**src/pea_pkg.sv**
```systemverilog
//==========================================================================
// Shared types of the 1-D convolution PE array
// Accumulator and scaled widths assume short kernels and 8-bit samples
//==========================================================================
package pea_pkg;

    // Data path widths
    typedef logic signed [7:0]  act_t;
    typedef logic signed [7:0]  wei_t;
    typedef logic signed [23:0] acc_t;
    typedef logic signed [31:0] scl_t;
    typedef logic signed [7:0]  out_t;

    // Configuration fields
    typedef logic [9:0]         len_t;
    typedef logic [7:0]         mul_t;
    typedef logic [3:0]         shf_t;

    // 46 bits, latched once per frame
    typedef struct packed {
        len_t len;
        mul_t mul;
        acc_t bias;
        shf_t shift;
    } pea_cfg_t;

    typedef enum logic [1:0] {
        PEA_IDLE = 2'd0,
        PEA_LOAD = 2'd1,
        PEA_CONV = 2'd2
    } pea_state_e;

endpackage
```
**src/pea_top.sv**
```systemverilog
//==========================================================================
// 1-D convolution PE array, one PE per output channel
// Frame order is config, PE_NUM*KERNEL_TAPS weights, then len activations
//==========================================================================
`timescale 1ns/10ps

module pea_top #(
    parameter int  PE_NUM      = 4,
    parameter int  KERNEL_TAPS = 3,
    localparam int CH_W        = (PE_NUM > 1) ? $clog2(PE_NUM) : 1
) (
    input  logic              clk,
    input  logic              rst_n,
    input  logic              cfg_vld_i,
    output logic              cfg_rdy_o,
    input  pea_pkg::pea_cfg_t cfg_i,
    input  logic              wei_vld_i,
    output logic              wei_rdy_o,
    input  pea_pkg::wei_t     wei_dat_i,
    input  logic              act_vld_i,
    output logic              act_rdy_o,
    input  pea_pkg::act_t     act_dat_i,
    output logic              out_vld_o,
    input  logic              out_rdy_i,
    output pea_pkg::out_t     out_dat_o,
    output logic [CH_W-1:0]   out_ch_o,
    output logic              out_lst_o
);
    import pea_pkg::*;

    localparam int TAP_W = (KERNEL_TAPS > 1) ? $clog2(KERNEL_TAPS) : 1;

    pea_state_e             state;
    pea_cfg_t               cfg;
    logic                   load_done;
    logic                   frame_done;
    logic                   adv;
    logic                   wei_we;
    logic [CH_W-1:0]        wei_pe;
    logic [TAP_W-1:0]       wei_tap;
    wei_t                   wei;
    logic                   win_vld;
    logic                   win_lst;
    act_t [KERNEL_TAPS-1:0] win;
    logic [PE_NUM-1:0]      pe_vld;
    logic [PE_NUM-1:0]      pe_lst;
    out_t [PE_NUM-1:0]      pe_res;

    pea_cfg_ctrl u_ctrl (
        .clk          (clk),
        .rst_n        (rst_n),
        .cfg_vld_i    (cfg_vld_i),
        .cfg_rdy_o    (cfg_rdy_o),
        .cfg_i        (cfg_i),
        .load_done_i  (load_done),
        .frame_done_i (frame_done),
        .state_o      (state),
        .cfg_o        (cfg)
    );

    pea_act_feeder #(
        .PE_NUM      (PE_NUM),
        .KERNEL_TAPS (KERNEL_TAPS)
    ) u_feeder (
        .clk         (clk),
        .rst_n       (rst_n),
        .state_i     (state),
        .len_i       (cfg.len),
        .adv_i       (adv),
        .wei_vld_i   (wei_vld_i),
        .wei_rdy_o   (wei_rdy_o),
        .wei_dat_i   (wei_dat_i),
        .act_vld_i   (act_vld_i),
        .act_rdy_o   (act_rdy_o),
        .act_dat_i   (act_dat_i),
        .wei_we_o    (wei_we),
        .wei_pe_o    (wei_pe),
        .wei_tap_o   (wei_tap),
        .wei_o       (wei),
        .load_done_o (load_done),
        .win_vld_o   (win_vld),
        .win_lst_o   (win_lst),
        .win_o       (win)
    );

    //==========================================================================
    // PE row
    //==========================================================================
    generate
        for (genvar g = 0; g < PE_NUM; g++) begin : g_pe
            pea_mac_pe #(
                .PE_NUM      (PE_NUM),
                .KERNEL_TAPS (KERNEL_TAPS),
                .PE_ID       (g)
            ) u_pe (
                .clk       (clk),
                .rst_n     (rst_n),
                .adv_i     (adv),
                .wei_we_i  (wei_we),
                .wei_pe_i  (wei_pe),
                .wei_tap_i (wei_tap),
                .wei_i     (wei),
                .win_vld_i (win_vld),
                .win_lst_i (win_lst),
                .win_i     (win),
                .mul_i     (cfg.mul),
                .bias_i    (cfg.bias),
                .shift_i   (cfg.shift),
                .res_vld_o (pe_vld[g]),
                .res_lst_o (pe_lst[g]),
                .res_o     (pe_res[g])
            );
        end
    endgenerate

    pea_out_drain #(
        .PE_NUM (PE_NUM)
    ) u_drain (
        .clk          (clk),
        .rst_n        (rst_n),
        .res_vld_i    (pe_vld),
        .res_lst_i    (pe_lst),
        .res_i        (pe_res),
        .adv_o        (adv),
        .frame_done_o (frame_done),
        .out_vld_o    (out_vld_o),
        .out_rdy_i    (out_rdy_i),
        .out_dat_o    (out_dat_o),
        .out_ch_o     (out_ch_o),
        .out_lst_o    (out_lst_o)
    );

endmodule

```
**src/pea_out_drain.sv**
```systemverilog
//==========================================================================
// Row buffer that serializes one result per channel, channel 0 first
// All PEs run in lockstep, so PE 0 flags stand for the whole row
//==========================================================================
`timescale 1ns/10ps

module pea_out_drain #(
    parameter int  PE_NUM = 4,
    localparam int CH_W   = (PE_NUM > 1) ? $clog2(PE_NUM) : 1
) (
    input  logic                       clk,
    input  logic                       rst_n,
    input  logic [PE_NUM-1:0]          res_vld_i,
    input  logic [PE_NUM-1:0]          res_lst_i,
    input  pea_pkg::out_t [PE_NUM-1:0] res_i,
    output logic                       adv_o,
    output logic                       frame_done_o,
    output logic                       out_vld_o,
    input  logic                       out_rdy_i,
    output pea_pkg::out_t              out_dat_o,
    output logic [CH_W-1:0]            out_ch_o,
    output logic                       out_lst_o
);
    import pea_pkg::*;

    out_t [PE_NUM-1:0] row_q;
    logic              row_vld;
    logic              row_lst;
    logic [CH_W-1:0]   ch_q;
    logic              ch_end;
    logic              out_fire;

    assign ch_end   = (ch_q == CH_W'(PE_NUM - 1));
    assign out_fire = out_vld_o && out_rdy_i;

    // Advance when the buffer is empty or its final word leaves
    assign adv_o = !row_vld || (out_fire && ch_end);

    assign out_vld_o    = row_vld;
    assign out_dat_o    = row_q[ch_q];
    assign out_ch_o     = ch_q;
    assign out_lst_o    = row_vld && row_lst && ch_end;
    assign frame_done_o = out_fire && out_lst_o;

    always_ff @(posedge clk or negedge rst_n) begin
        if (!rst_n) begin
            row_vld <= 1'b0;
            row_lst <= 1'b0;
        end else if (adv_o) begin
            row_vld <= res_vld_i[0];
            row_lst <= res_vld_i[0] && res_lst_i[0];
        end
    end

    always_ff @(posedge clk) begin
        if (adv_o && res_vld_i[0]) begin
            row_q <= res_i;
        end
    end

    // Channel index, back to 0 after the row's last word
    always_ff @(posedge clk or negedge rst_n) begin
        if (!rst_n) begin
            ch_q <= '0;
        end else if (out_fire) begin
            if (ch_end) begin
                ch_q <= '0;
            end else begin
                ch_q <= ch_q + 1'b1;
            end
        end
    end

endmodule

```
**src/pea_mac_pe.sv**
```systemverilog
//==========================================================================
// One output channel, dot product then requantization to int8
// Two stages, both hold while adv_i is low
//==========================================================================
`timescale 1ns/10ps

module pea_mac_pe #(
    parameter int  PE_NUM      = 4,
    parameter int  KERNEL_TAPS = 3,
    parameter int  PE_ID       = 0,
    localparam int CH_W        = (PE_NUM > 1) ? $clog2(PE_NUM) : 1,
    localparam int TAP_W       = (KERNEL_TAPS > 1) ? $clog2(KERNEL_TAPS) : 1
) (
    input  logic                            clk,
    input  logic                            rst_n,
    input  logic                            adv_i,
    input  logic                            wei_we_i,
    input  logic [CH_W-1:0]                 wei_pe_i,
    input  logic [TAP_W-1:0]                wei_tap_i,
    input  pea_pkg::wei_t                   wei_i,
    input  logic                            win_vld_i,
    input  logic                            win_lst_i,
    input  pea_pkg::act_t [KERNEL_TAPS-1:0] win_i,
    input  pea_pkg::mul_t                   mul_i,
    input  pea_pkg::acc_t                   bias_i,
    input  pea_pkg::shf_t                   shift_i,
    output logic                            res_vld_o,
    output logic                            res_lst_o,
    output pea_pkg::out_t                   res_o
);
    import pea_pkg::*;

    wei_t [KERNEL_TAPS-1:0] wei_q;
    acc_t                   dot;
    acc_t                   s1_acc;
    logic                   s1_vld;
    logic                   s1_lst;
    scl_t                   scaled;
    scl_t                   shifted;

    // Clamp to the int8 range
    function automatic out_t sat8(scl_t v);
        if (v > 32'sd127) begin
            return 8'sd127;
        end else if (v < -32'sd128) begin
            return -8'sd128;
        end
        return out_t'(v);
    endfunction

    // Own taps only
    always_ff @(posedge clk) begin
        if (wei_we_i && (wei_pe_i == CH_W'(PE_ID))) begin
            wei_q[wei_tap_i] <= wei_i;
        end
    end

    // Tap k weights sample k of the window
    always_comb begin
        dot = '0;
        for (int k = 0; k < KERNEL_TAPS; k++) begin
            dot = dot + acc_t'(wei_q[k]) * acc_t'(win_i[k]);
        end
    end

    assign scaled  = scl_t'(s1_acc) * scl_t'(mul_i) + scl_t'(bias_i);
    assign shifted = scaled >>> shift_i;

    always_ff @(posedge clk or negedge rst_n) begin
        if (!rst_n) begin
            s1_vld    <= 1'b0;
            s1_lst    <= 1'b0;
            res_vld_o <= 1'b0;
            res_lst_o <= 1'b0;
        end else if (adv_i) begin
            s1_vld    <= win_vld_i;
            s1_lst    <= win_lst_i;
            res_vld_o <= s1_vld;
            res_lst_o <= s1_lst;
        end
    end

    always_ff @(posedge clk) begin
        if (adv_i && win_vld_i) begin
            s1_acc <= dot;
        end
        if (adv_i && s1_vld) begin
            res_o <= sat8(shifted);
        end
    end

endmodule

```
**src/pea_act_feeder.sv**
```systemverilog
//==========================================================================
// Weight router and activation window, valid convolution only
// Expects exactly PE_NUM*KERNEL_TAPS weights and len >= KERNEL_TAPS samples
//==========================================================================
`timescale 1ns/10ps

module pea_act_feeder #(
    parameter int  PE_NUM      = 4,
    parameter int  KERNEL_TAPS = 3,
    localparam int CH_W        = (PE_NUM > 1) ? $clog2(PE_NUM) : 1,
    localparam int TAP_W       = (KERNEL_TAPS > 1) ? $clog2(KERNEL_TAPS) : 1
) (
    input  logic                            clk,
    input  logic                            rst_n,
    input  pea_pkg::pea_state_e             state_i,
    input  pea_pkg::len_t                   len_i,
    input  logic                            adv_i,
    input  logic                            wei_vld_i,
    output logic                            wei_rdy_o,
    input  pea_pkg::wei_t                   wei_dat_i,
    input  logic                            act_vld_i,
    output logic                            act_rdy_o,
    input  pea_pkg::act_t                   act_dat_i,
    output logic                            wei_we_o,
    output logic [CH_W-1:0]                 wei_pe_o,
    output logic [TAP_W-1:0]                wei_tap_o,
    output pea_pkg::wei_t                   wei_o,
    output logic                            load_done_o,
    output logic                            win_vld_o,
    output logic                            win_lst_o,
    output pea_pkg::act_t [KERNEL_TAPS-1:0] win_o
);
    import pea_pkg::*;

    logic                   in_load;
    logic                   in_conv;
    logic                   wei_fire;
    logic                   act_fire;
    logic                   tap_end;
    logic                   pe_end;
    logic [CH_W-1:0]        pe_cnt;
    logic [TAP_W-1:0]       tap_cnt;
    len_t                   smp_cnt;
    act_t [KERNEL_TAPS-1:0] win_q;

    assign in_load = (state_i == PEA_LOAD);
    assign in_conv = (state_i == PEA_CONV);

    //==========================================================================
    // Weight routing, word j goes to PE j/KERNEL_TAPS, tap j%KERNEL_TAPS
    //==========================================================================
    assign wei_rdy_o   = in_load;
    assign wei_fire    = wei_vld_i && wei_rdy_o;
    assign tap_end     = (tap_cnt == TAP_W'(KERNEL_TAPS - 1));
    assign pe_end      = (pe_cnt == CH_W'(PE_NUM - 1));
    assign wei_we_o    = wei_fire;
    assign wei_pe_o    = pe_cnt;
    assign wei_tap_o   = tap_cnt;
    assign wei_o       = wei_dat_i;
    assign load_done_o = wei_fire && tap_end && pe_end;

    always_ff @(posedge clk or negedge rst_n) begin
        if (!rst_n) begin
            tap_cnt <= '0;
            pe_cnt  <= '0;
        end else if (!in_load) begin
            tap_cnt <= '0;
            pe_cnt  <= '0;
        end else if (wei_fire) begin
            if (tap_end) begin
                tap_cnt <= '0;
                pe_cnt  <= pe_cnt + 1'b1;
            end else begin
                tap_cnt <= tap_cnt + 1'b1;
            end
        end
    end

    //==========================================================================
    // Activation window
    //==========================================================================
    // Stops taking samples once len of them are in, and on any stall
    assign act_rdy_o = in_conv && adv_i && (smp_cnt != len_i);
    assign act_fire  = act_vld_i && act_rdy_o;

    always_ff @(posedge clk or negedge rst_n) begin
        if (!rst_n) begin
            smp_cnt <= '0;
        end else if (!in_conv) begin
            smp_cnt <= '0;
        end else if (act_fire) begin
            smp_cnt <= smp_cnt + 1'b1;
        end
    end

    // Oldest sample at index 0, newest enters at the top
    always_ff @(posedge clk) begin
        if (act_fire) begin
            for (int k = 0; k < KERNEL_TAPS - 1; k++) begin
                win_q[k] <= win_q[k+1];
            end
            win_q[KERNEL_TAPS-1] <= act_dat_i;
        end
    end

    // Window flags follow the pipeline advance, a stall cycle yields a bubble
    always_ff @(posedge clk or negedge rst_n) begin
        if (!rst_n) begin
            win_vld_o <= 1'b0;
            win_lst_o <= 1'b0;
        end else if (adv_i) begin
            win_vld_o <= act_fire && (smp_cnt >= len_t'(KERNEL_TAPS - 1));
            win_lst_o <= act_fire && (len_t'(smp_cnt + 1'b1) == len_i);
        end
    end

    assign win_o = win_q;

endmodule

```
**src/pea_cfg_ctrl.sv**
```systemverilog
//==========================================================================
// Frame controller, one config per frame, accepted only while idle
// Phases IDLE, LOAD, CONV; LOAD always continues into CONV
//==========================================================================
`timescale 1ns/10ps

module pea_cfg_ctrl (
    input  logic                clk,
    input  logic                rst_n,
    input  logic                cfg_vld_i,
    output logic                cfg_rdy_o,
    input  pea_pkg::pea_cfg_t   cfg_i,
    input  logic                load_done_i,
    input  logic                frame_done_i,
    output pea_pkg::pea_state_e state_o,
    output pea_pkg::pea_cfg_t   cfg_o
);
    import pea_pkg::*;

    pea_state_e state_q;
    pea_state_e state_d;
    pea_cfg_t   cfg_q;
    logic       cfg_acc;

    // Ready doubles as the idle indication
    assign cfg_rdy_o = (state_q == PEA_IDLE);
    assign cfg_acc   = cfg_vld_i && cfg_rdy_o;
    assign state_o   = state_q;
    assign cfg_o     = cfg_q;

    //==========================================================================
    // Phase FSM
    //==========================================================================
    always_comb begin
        state_d = state_q;
        case (state_q)
            PEA_IDLE: begin
                if (cfg_acc) begin
                    state_d = PEA_LOAD;
                end
            end
            PEA_LOAD: begin
                if (load_done_i) begin
                    state_d = PEA_CONV;
                end
            end
            PEA_CONV: begin
                // Frame ends on the final output handshake
                if (frame_done_i) begin
                    state_d = PEA_IDLE;
                end
            end
            default: begin
                state_d = PEA_IDLE;
            end
        endcase
    end

    always_ff @(posedge clk or negedge rst_n) begin
        if (!rst_n) begin
            state_q <= PEA_IDLE;
        end else begin
            state_q <= state_d;
        end
    end

    // Config stays put for the whole frame
    always_ff @(posedge clk) begin
        if (cfg_acc) begin
            cfg_q <= cfg_i;
        end
    end

endmodule

```
**config.mk**
```make
export PLATFORM = sky130hd
export DESIGN_NAME = pea_top
export DESIGN_NICKNAME = d
export VERILOG_FILES = /design/src/pea_pkg.sv /design/src/pea_top.sv /design/src/pea_out_drain.sv /design/src/pea_mac_pe.sv /design/src/pea_act_feeder.sv /design/src/pea_cfg_ctrl.sv
export SDC_FILE = /design/constraint.sdc
export NUM_CORES = 2
export LEC_CHECK = 0
export ABC_CLOCK_PERIOD_IN_PS = 18300
export BUFFER_PORTS_ARGS = -buffer_cell sky130_fd_sc_hd__buf_2
export CAP_MARGIN = 20
export CORE_ASPECT_RATIO = 0.5
export CORE_MARGIN = 2
export CORE_UTILIZATION = 30
export CTS_CLUSTER_DIAMETER = 30
export DETAILED_ROUTE_END_ITERATION = 12
export SLEW_MARGIN = 20
export SYNTH_ARGS = -nofsm -noshare
export SYNTH_HDL_FRONTEND = slang
export SYNTH_SLANG_ARGS = --single-unit
```
**constraint.sdc**
```tcl
create_clock -name clk -period 18.3 [get_ports clk]
set_input_delay 0.915 -clock clk [delete_from_list [all_inputs] [get_ports clk]]
set_output_delay 0.915 -clock clk [all_outputs]
set_load 0.02 [all_outputs]
```
Yosys cells after proc, flatten, opt, wreduce, memory -nomap -nowiden
Cells that the tools add are included.
- add/subtract/negate cells: 16
- $mul: 16
- $lt $le $gt $ge: 12
- eq/ne operators: 15
- shift-type cells: 4
- mux-type cells: 45
- reduce and logical (&&, ||, !) cells: 29
- operators with widths (kind ; count):
    $add A24 B24 Y24 ; 8
    $mul A8 B8 Y16 ; 12
    $add A32 B24 Y32 ; 4
    $gt A32 B8 Y1 const B ; 4
    $lt A32 B8 Y1 const B ; 4
    $mul A24 B9 Y32 ; 4
    $sshr A32 B4 Y32 ; 4
    $mux W8 ; 14
    $bwmux W24 ; 4
    $logic_and A1 B1 Y1 ; 23
    $mux W10 ; 2
    $mux W2 ; 10
    $bmux W8 S2 ; 1
    $demux W8 S2 ; 1
    $mux W1 ; 12
    $add A10 B1 Y10 const B ; 1
    $eq A10 B10 Y1 ; 1
    $eq A2 B2 Y1 const B ; 5
    $ge A10 B2 Y1 const B ; 1
    $ne A10 B10 Y1 ; 1
    $ne A2 B2 Y1 const B ; 5
    $add A2 B1 Y2 const B ; 3
    $lt A2 B3 Y1 const B ; 2
    $pmux W2 S3 ; 1
    8 further kinds ; 10
- register bits: 352
- bits of input ports: 68
- output and inout bits: 15
- logic and storage cells: 181

Depth between registers and ports, before layout
- depth in word-level cells: 8
- mapped depth: 31
- gate-level depth less buffers: 30

Cells and area by module
From an unflattened synthesis, not the netlist that was laid out.
- cell total of the unflattened synthesis: 8435
- area total of the unflattened synthesis: 78814.3 sq um
- by module, submodules not included (module ; times used ; cells an instance ; area an instance (sq um)):
    pea_mac_pe (g_pe[0].u_pe) ; 1 ; 2097 ; 18728.0
    pea_mac_pe (g_pe[1].u_pe) ; 1 ; 2103 ; 18682.9
    pea_mac_pe (g_pe[3].u_pe) ; 1 ; 2011 ; 18567.8
    pea_mac_pe (g_pe[2].u_pe) ; 1 ; 1939 ; 18022.3
    pea_act_feeder ; 1 ; 169 ; 1968.1
    pea_cfg_ctrl ; 1 ; 56 ; 1491.4
    pea_out_drain ; 1 ; 60 ; 1353.8

Least setup slack after synthesis
No wires, ideal clock.
- kind: reg-to-reg
- start: reg u_ctrl.cfg_q, in the netlist u_ctrl.cfg_o[28]
- end: reg g_pe[2].u_pe.res_o[6], data pin
- library setup time: 0.278 ns
- data arrival time: 6.934 ns
- required time: 18.022 ns
- slack: 11.087 ns
- cell stages (with the launch flop): 25
- clock period less this slack: 7.213 ns
- cell sequence: edfxtp_1 -> clkbuf_1 -> clkbuf_1 -> clkbuf_1 -> nand2_1 -> fa_1 -> fa_1 -> fa_1 -> fa_1 -> inv_1 -> fa_1 -> ha_1 -> nand3_1 -> or3_1 -> a21o_1 -> a2111oi_2 -> a2bb2oi_1 -> xnor2_1 -> a211oi_2 -> a21o_1 -> mux4_2 -> nor4b_1 -> o2111a_1 -> a31o_1 -> a21oi_1
- word-level cells in the longest chain between the ends: 8
- elaborated cells between the ends (all ways): 10
- RTL lines (what ; RTL line ; source):
    start, declared ; pea_cfg_ctrl.sv:22 ; pea_cfg_t cfg_q;
    start signal, assigned ; pea_cfg_ctrl.sv:70 ; cfg_q <= cfg_i;
    $mul A24 B9 Y32 (*) ; pea_mac_pe.sv:66 ; assign scaled = scl_t'(s1_acc) * scl_t'(mul_i) + scl_t'(bias_i);
    $add A32 B24 Y32 (*) ; pea_mac_pe.sv:66 ;
    $sshr A32 B4 Y32 (*) ; pea_mac_pe.sv:67 ; assign shifted = scaled >>> shift_i;
    $lt A32 B8 Y1 ; pea_mac_pe.sv:45 ; end else if (v < -32'sd128) begin
    $mux W1 ; pea_mac_pe.sv:45 ;
    $mux W1 ; pea_mac_pe.sv:43 ; if (v > 32'sd127) begin
    $mux W1 ; pea_mac_pe.sv:87 ; if (adv_i && s1_vld) begin
    $mux W8 (*) ; pea_mac_pe.sv:48 ; return out_t'(v);
    end signal, assigned ; pea_mac_pe.sv:88 ; res_o <= sat8(shifted);
    end, declared ; pea_mac_pe.sv:29 ; output pea_pkg::out_t res_o
Every way passes the cells marked *; elsewhere a longest branch is shown, timed or not. The select of a mux whose other input is x is not followed.
A chain may end at the register's enable or synchronous reset.

Final worst setup path
- start: reg u_ctrl.cfg_q, in the netlist u_ctrl.cfg_o[28]
- end: reg g_pe[3].u_pe.res_o[0], data pin
- word-level cells in the longest chain between the ends: 8
- elaborated cells between the ends (all ways): 10
- RTL lines (what ; RTL line):
    $mul A24 B9 Y32 (*) ; pea_mac_pe.sv:66
    $add A32 B24 Y32 (*) ; pea_mac_pe.sv:66
    $sshr A32 B4 Y32 (*) ; pea_mac_pe.sv:67
    $lt A32 B8 Y1 ; pea_mac_pe.sv:45
    $mux W1 ; pea_mac_pe.sv:45
    $mux W1 ; pea_mac_pe.sv:43
    $mux W1 ; pea_mac_pe.sv:87
    $mux W8 (*) ; pea_mac_pe.sv:48
    end signal, assigned ; pea_mac_pe.sv:88
    end, declared ; pea_mac_pe.sv:29
Marks and branches as above.

==> key figures <==
Run status
  • Run status: finished, final reports clean

Yosys
  • Adder-cell share of the synthesized area: 0.447
  • Top_reg_cell synth: edfxtp_1
  • Mux cell area share after synthesis: 0.0220
  • Largest family of logic cells by synthesized area: adder cells
  • Compound-gate portion of the synthesized area: 0.110
  • Largest area contributor in the netlist: fa_1
  • Post-synthesis xor/xnor area fraction: 0.0397
  • Post-Syn Area: 83600 µm²
  • Syn Inst Count: 9191
  • Fraction of registers with async set/reset: 0.0739
  • Syn avg cell area: just over 9 µm²
  • Top cell type's share of synthesized area: 0.342
  • Distinct cell type count after synthesis: between 100 and 150
  • EDFF count, synth: ~330
  • Synthesized flop and latch total: approximately 350
  • Synth area leaders: fa_1, edfxtp_1, ha_1, inv_1, and2_1
  • Yosys synthesis warning count: 0
  • Synth Area in Simple Gates: 0.161
  • Synth Net Count: around 11000
  • Sequential fraction of the synthesis area: 0.125

Setup path
  • Crit path DAT: roughly 9.5 ns
  • Crit path capture type: flop
  • CP bufs+invs: 3
  • Slowest CP cell: buf_4
  • FF-to-FF Start: u_ctrl.cfg_o[28]
  • CP peak stage delay: 0.68 ns
  • Startpoint types: flop
  • Critical path peak fanout: 54
  • Delay-heaviest family, CP: adder cells
  • Crit-path cells: buf_4 -> buf_4 -> nand2_1 -> fa_1 -> fa_1 -> fa_1 -> fa_1 -> inv_1 -> fa_1 -> ha_1 -> nor2_1 -> o31ai_1 -> a211oi_1 -> a211oi_1 -> a221oi_2 -> xor2_1 -> a21oi_1 -> o221a_2 -> o21ai_1 -> a2bb2oi_1 -> nor4bb_1 -> a41oi_1 -> o21bai_1
  • WP data required: around 19 ns
  • Setup CP Type: reg2reg
  • Worst Setup SP: u_ctrl.cfg_o[28]
  • Crit path top cell by count: fa_1

CTS
  • Post-CTS Setup Inserts: 0
  • Clock sinks: about 350
  • Clk pin slew, worst setup/hold paths: ~0.050 ns
  • Clock buffer count from CTS: slightly above 80
  • Clock buffer depth: 3
  • CTS tree: built
  • H-tree levels: 3
  • Clk root buf: clkbuf_16
  • Post-cts hold buffer count: 0
  • Clock Latency Late Sink: ~0.74 ns
  • Number of gates resized after CTS: 0

Cells and area
  • Fraction of layout cells with a size suffix above 1: 0.0504
  • Post-route cell area: 90800 µm²
  • Most frequent cells in the layout: inv_1, fa_1, nand2_1
  • Fill cells: 28700
  • Commonest non-fill, non-tap cell in the layout: inv_1
  • Nets: 11300
  • Area growth from synthesis to layout: 8.66%

Global route
  • Grt ovf: 0
  • GRT Total Usage: 0.165
  • Gr busiest metal: met2
  • Met2 usage: 0.249
  • Vias in the first global route: ~64000
  • GR Layer Usage met3: 0.0244
  • First-pass GRT wire length: roughly 370 mm
  • Initial antenna violation count: 5
  • GR Util met1: 0.243
  • Largest net degree at the start of global routing: about 150

STA
  • Min Clock Period, post-route: around 9.0 ns
  • Maximum clock frequency: 111 MHz
  • RSZ-0062 raised after global routing: no
  • Hold_ws: between 0.2 and 0.3 ns
  • Final Skew: about 0.065 ns
  • Worst-margin pin slew: 1.07 ns
  • Fin crit share: 0.494
  • Fin. max-slew vios: 0
  • Final setup viols: 0
  • Fin. Hold Viols: 0
  • Slew headroom: 0.281
  • TNS Setup: 0 ns

Floorplanning
  • Die height: approximately 380 µm
  • I/O pin count: 83
  • FP Rows: about 140
  • Core Region: 276000 µm²
  • Initial Util: 0.303
  • Full die area: roughly 280000 µm²
  • Die width: 750 µm

Detailed routing
  • Final ANT Viol Nets: 0
  • DRT Pass-1 Iters: 6
  • Vias: 62900
  • DR WL/cell: 18.0 µm
  • Final wirelength: roughly 230 mm
  • DRC viols: 0
  • Initial DRC Count: just over 5000
  • Post-DR vias/cell: ~5

Placed design
  • Area after DPL: 87900 µm²
  • Port bufs: roughly 80
  • Gpl congestion: around 0.93
  • HPWL Detailed: roughly 190 mm

Run
  • Maxcap violations: 0

Min path
  • Min-delay worst type: in2async
## kinds of logic after synthesis
family,after synthesis
AND/OR/NAND/NOR,2717
adder cells (fa/ha/maj),2127
buffers and inverters,2104
AO/OA/AOI/OAI,1370
XOR/XNOR,376
flip-flops,352
multiplexers,145
## cells in the mapped netlist, types with 49 or more instances
master and instances:
inv_1 1746, fa_1 1428, nand2_1 1043, and2_1 758, ha_1 699, a21oi_1 368, nor2_1 348, edfxtp_1 326
xnor2_1 293, clkbuf_1 283, o21ai_0 268, nand2b_1 130, nor3_1 90, a21o_1 86, mux2i_1 86, nand3_1 86
xor2_1 81, o21bai_1 79, a211oi_1 73, nand4_1 49
## final timing paths
path | end | slack, ns | depth (start not counted)
worst min register to register | u_drain.row_q[2] | 0.41 | 0
worst max-delay path | g_pe[3].u_pe.res_o[0] | 9.27 | 23
worst max register to register | g_pe[3].u_pe.res_o[0] | 9.27 | 23
worst min-delay path | u_drain.out_vld_o | 0.28 | 1
max in group asynchronous | u_ctrl.state_o[0] | 17.48 | 1
min in group clk | u_ctrl.cfg_o[11] | 0.35 | 1
## final cells by class
type	instances	area, µm²	share of cell area
Multi-Input combinational cell	6735	65200	0.718
Clock buffer	87	2110	0.0233
Tap cell	3726	4660	0.0513
Antenna cell	1	2.50	0.0000276
Clock inverter	66	847	0.00933
Sequential cell	352	10400	0.115
Timing Repair Buffer	155	983	0.0108
Inverter	1748	6560	0.0723
## through the flow
stage,utilization,instances,worst slack (ns)
2_1_floorplan,-,9191,11.09
3_3_place_gp,0.318,12700,9.44
3_5_place_dp,0.318,12700,9.42
4_1_cts,0.329,12900,9.34
5_1_grt,0.329,12900,8.67
6_report,0.329,12900,9.27
## sequential cells by signal (all words and copies together), names as in the netlist, 10 cells and up
signal,count
u_feeder.smp_cnt,10
g_pe.u_pe.wei_q,96
u_drain.row_q,32
g_pe.u_pe.res_o,32
g_pe.u_pe.s1_acc,96
u_feeder.win_o,24
u_ctrl.cfg_o,46
## metal layers
| layer | vias up | share of wire |
|---|---|---|
| li1 | 29200 | - |
| met1 | 31300 | 0.47 |
| met2 | 2008 | 0.43 |
| met3 | 322 | 0.066 |
| met4 | 4 | 0.035 |
| met5 | - | 0.000095 |
Power is not shown: default switching activity piles up to over one toggle a cycle in this logic, so the estimate is an artifact.
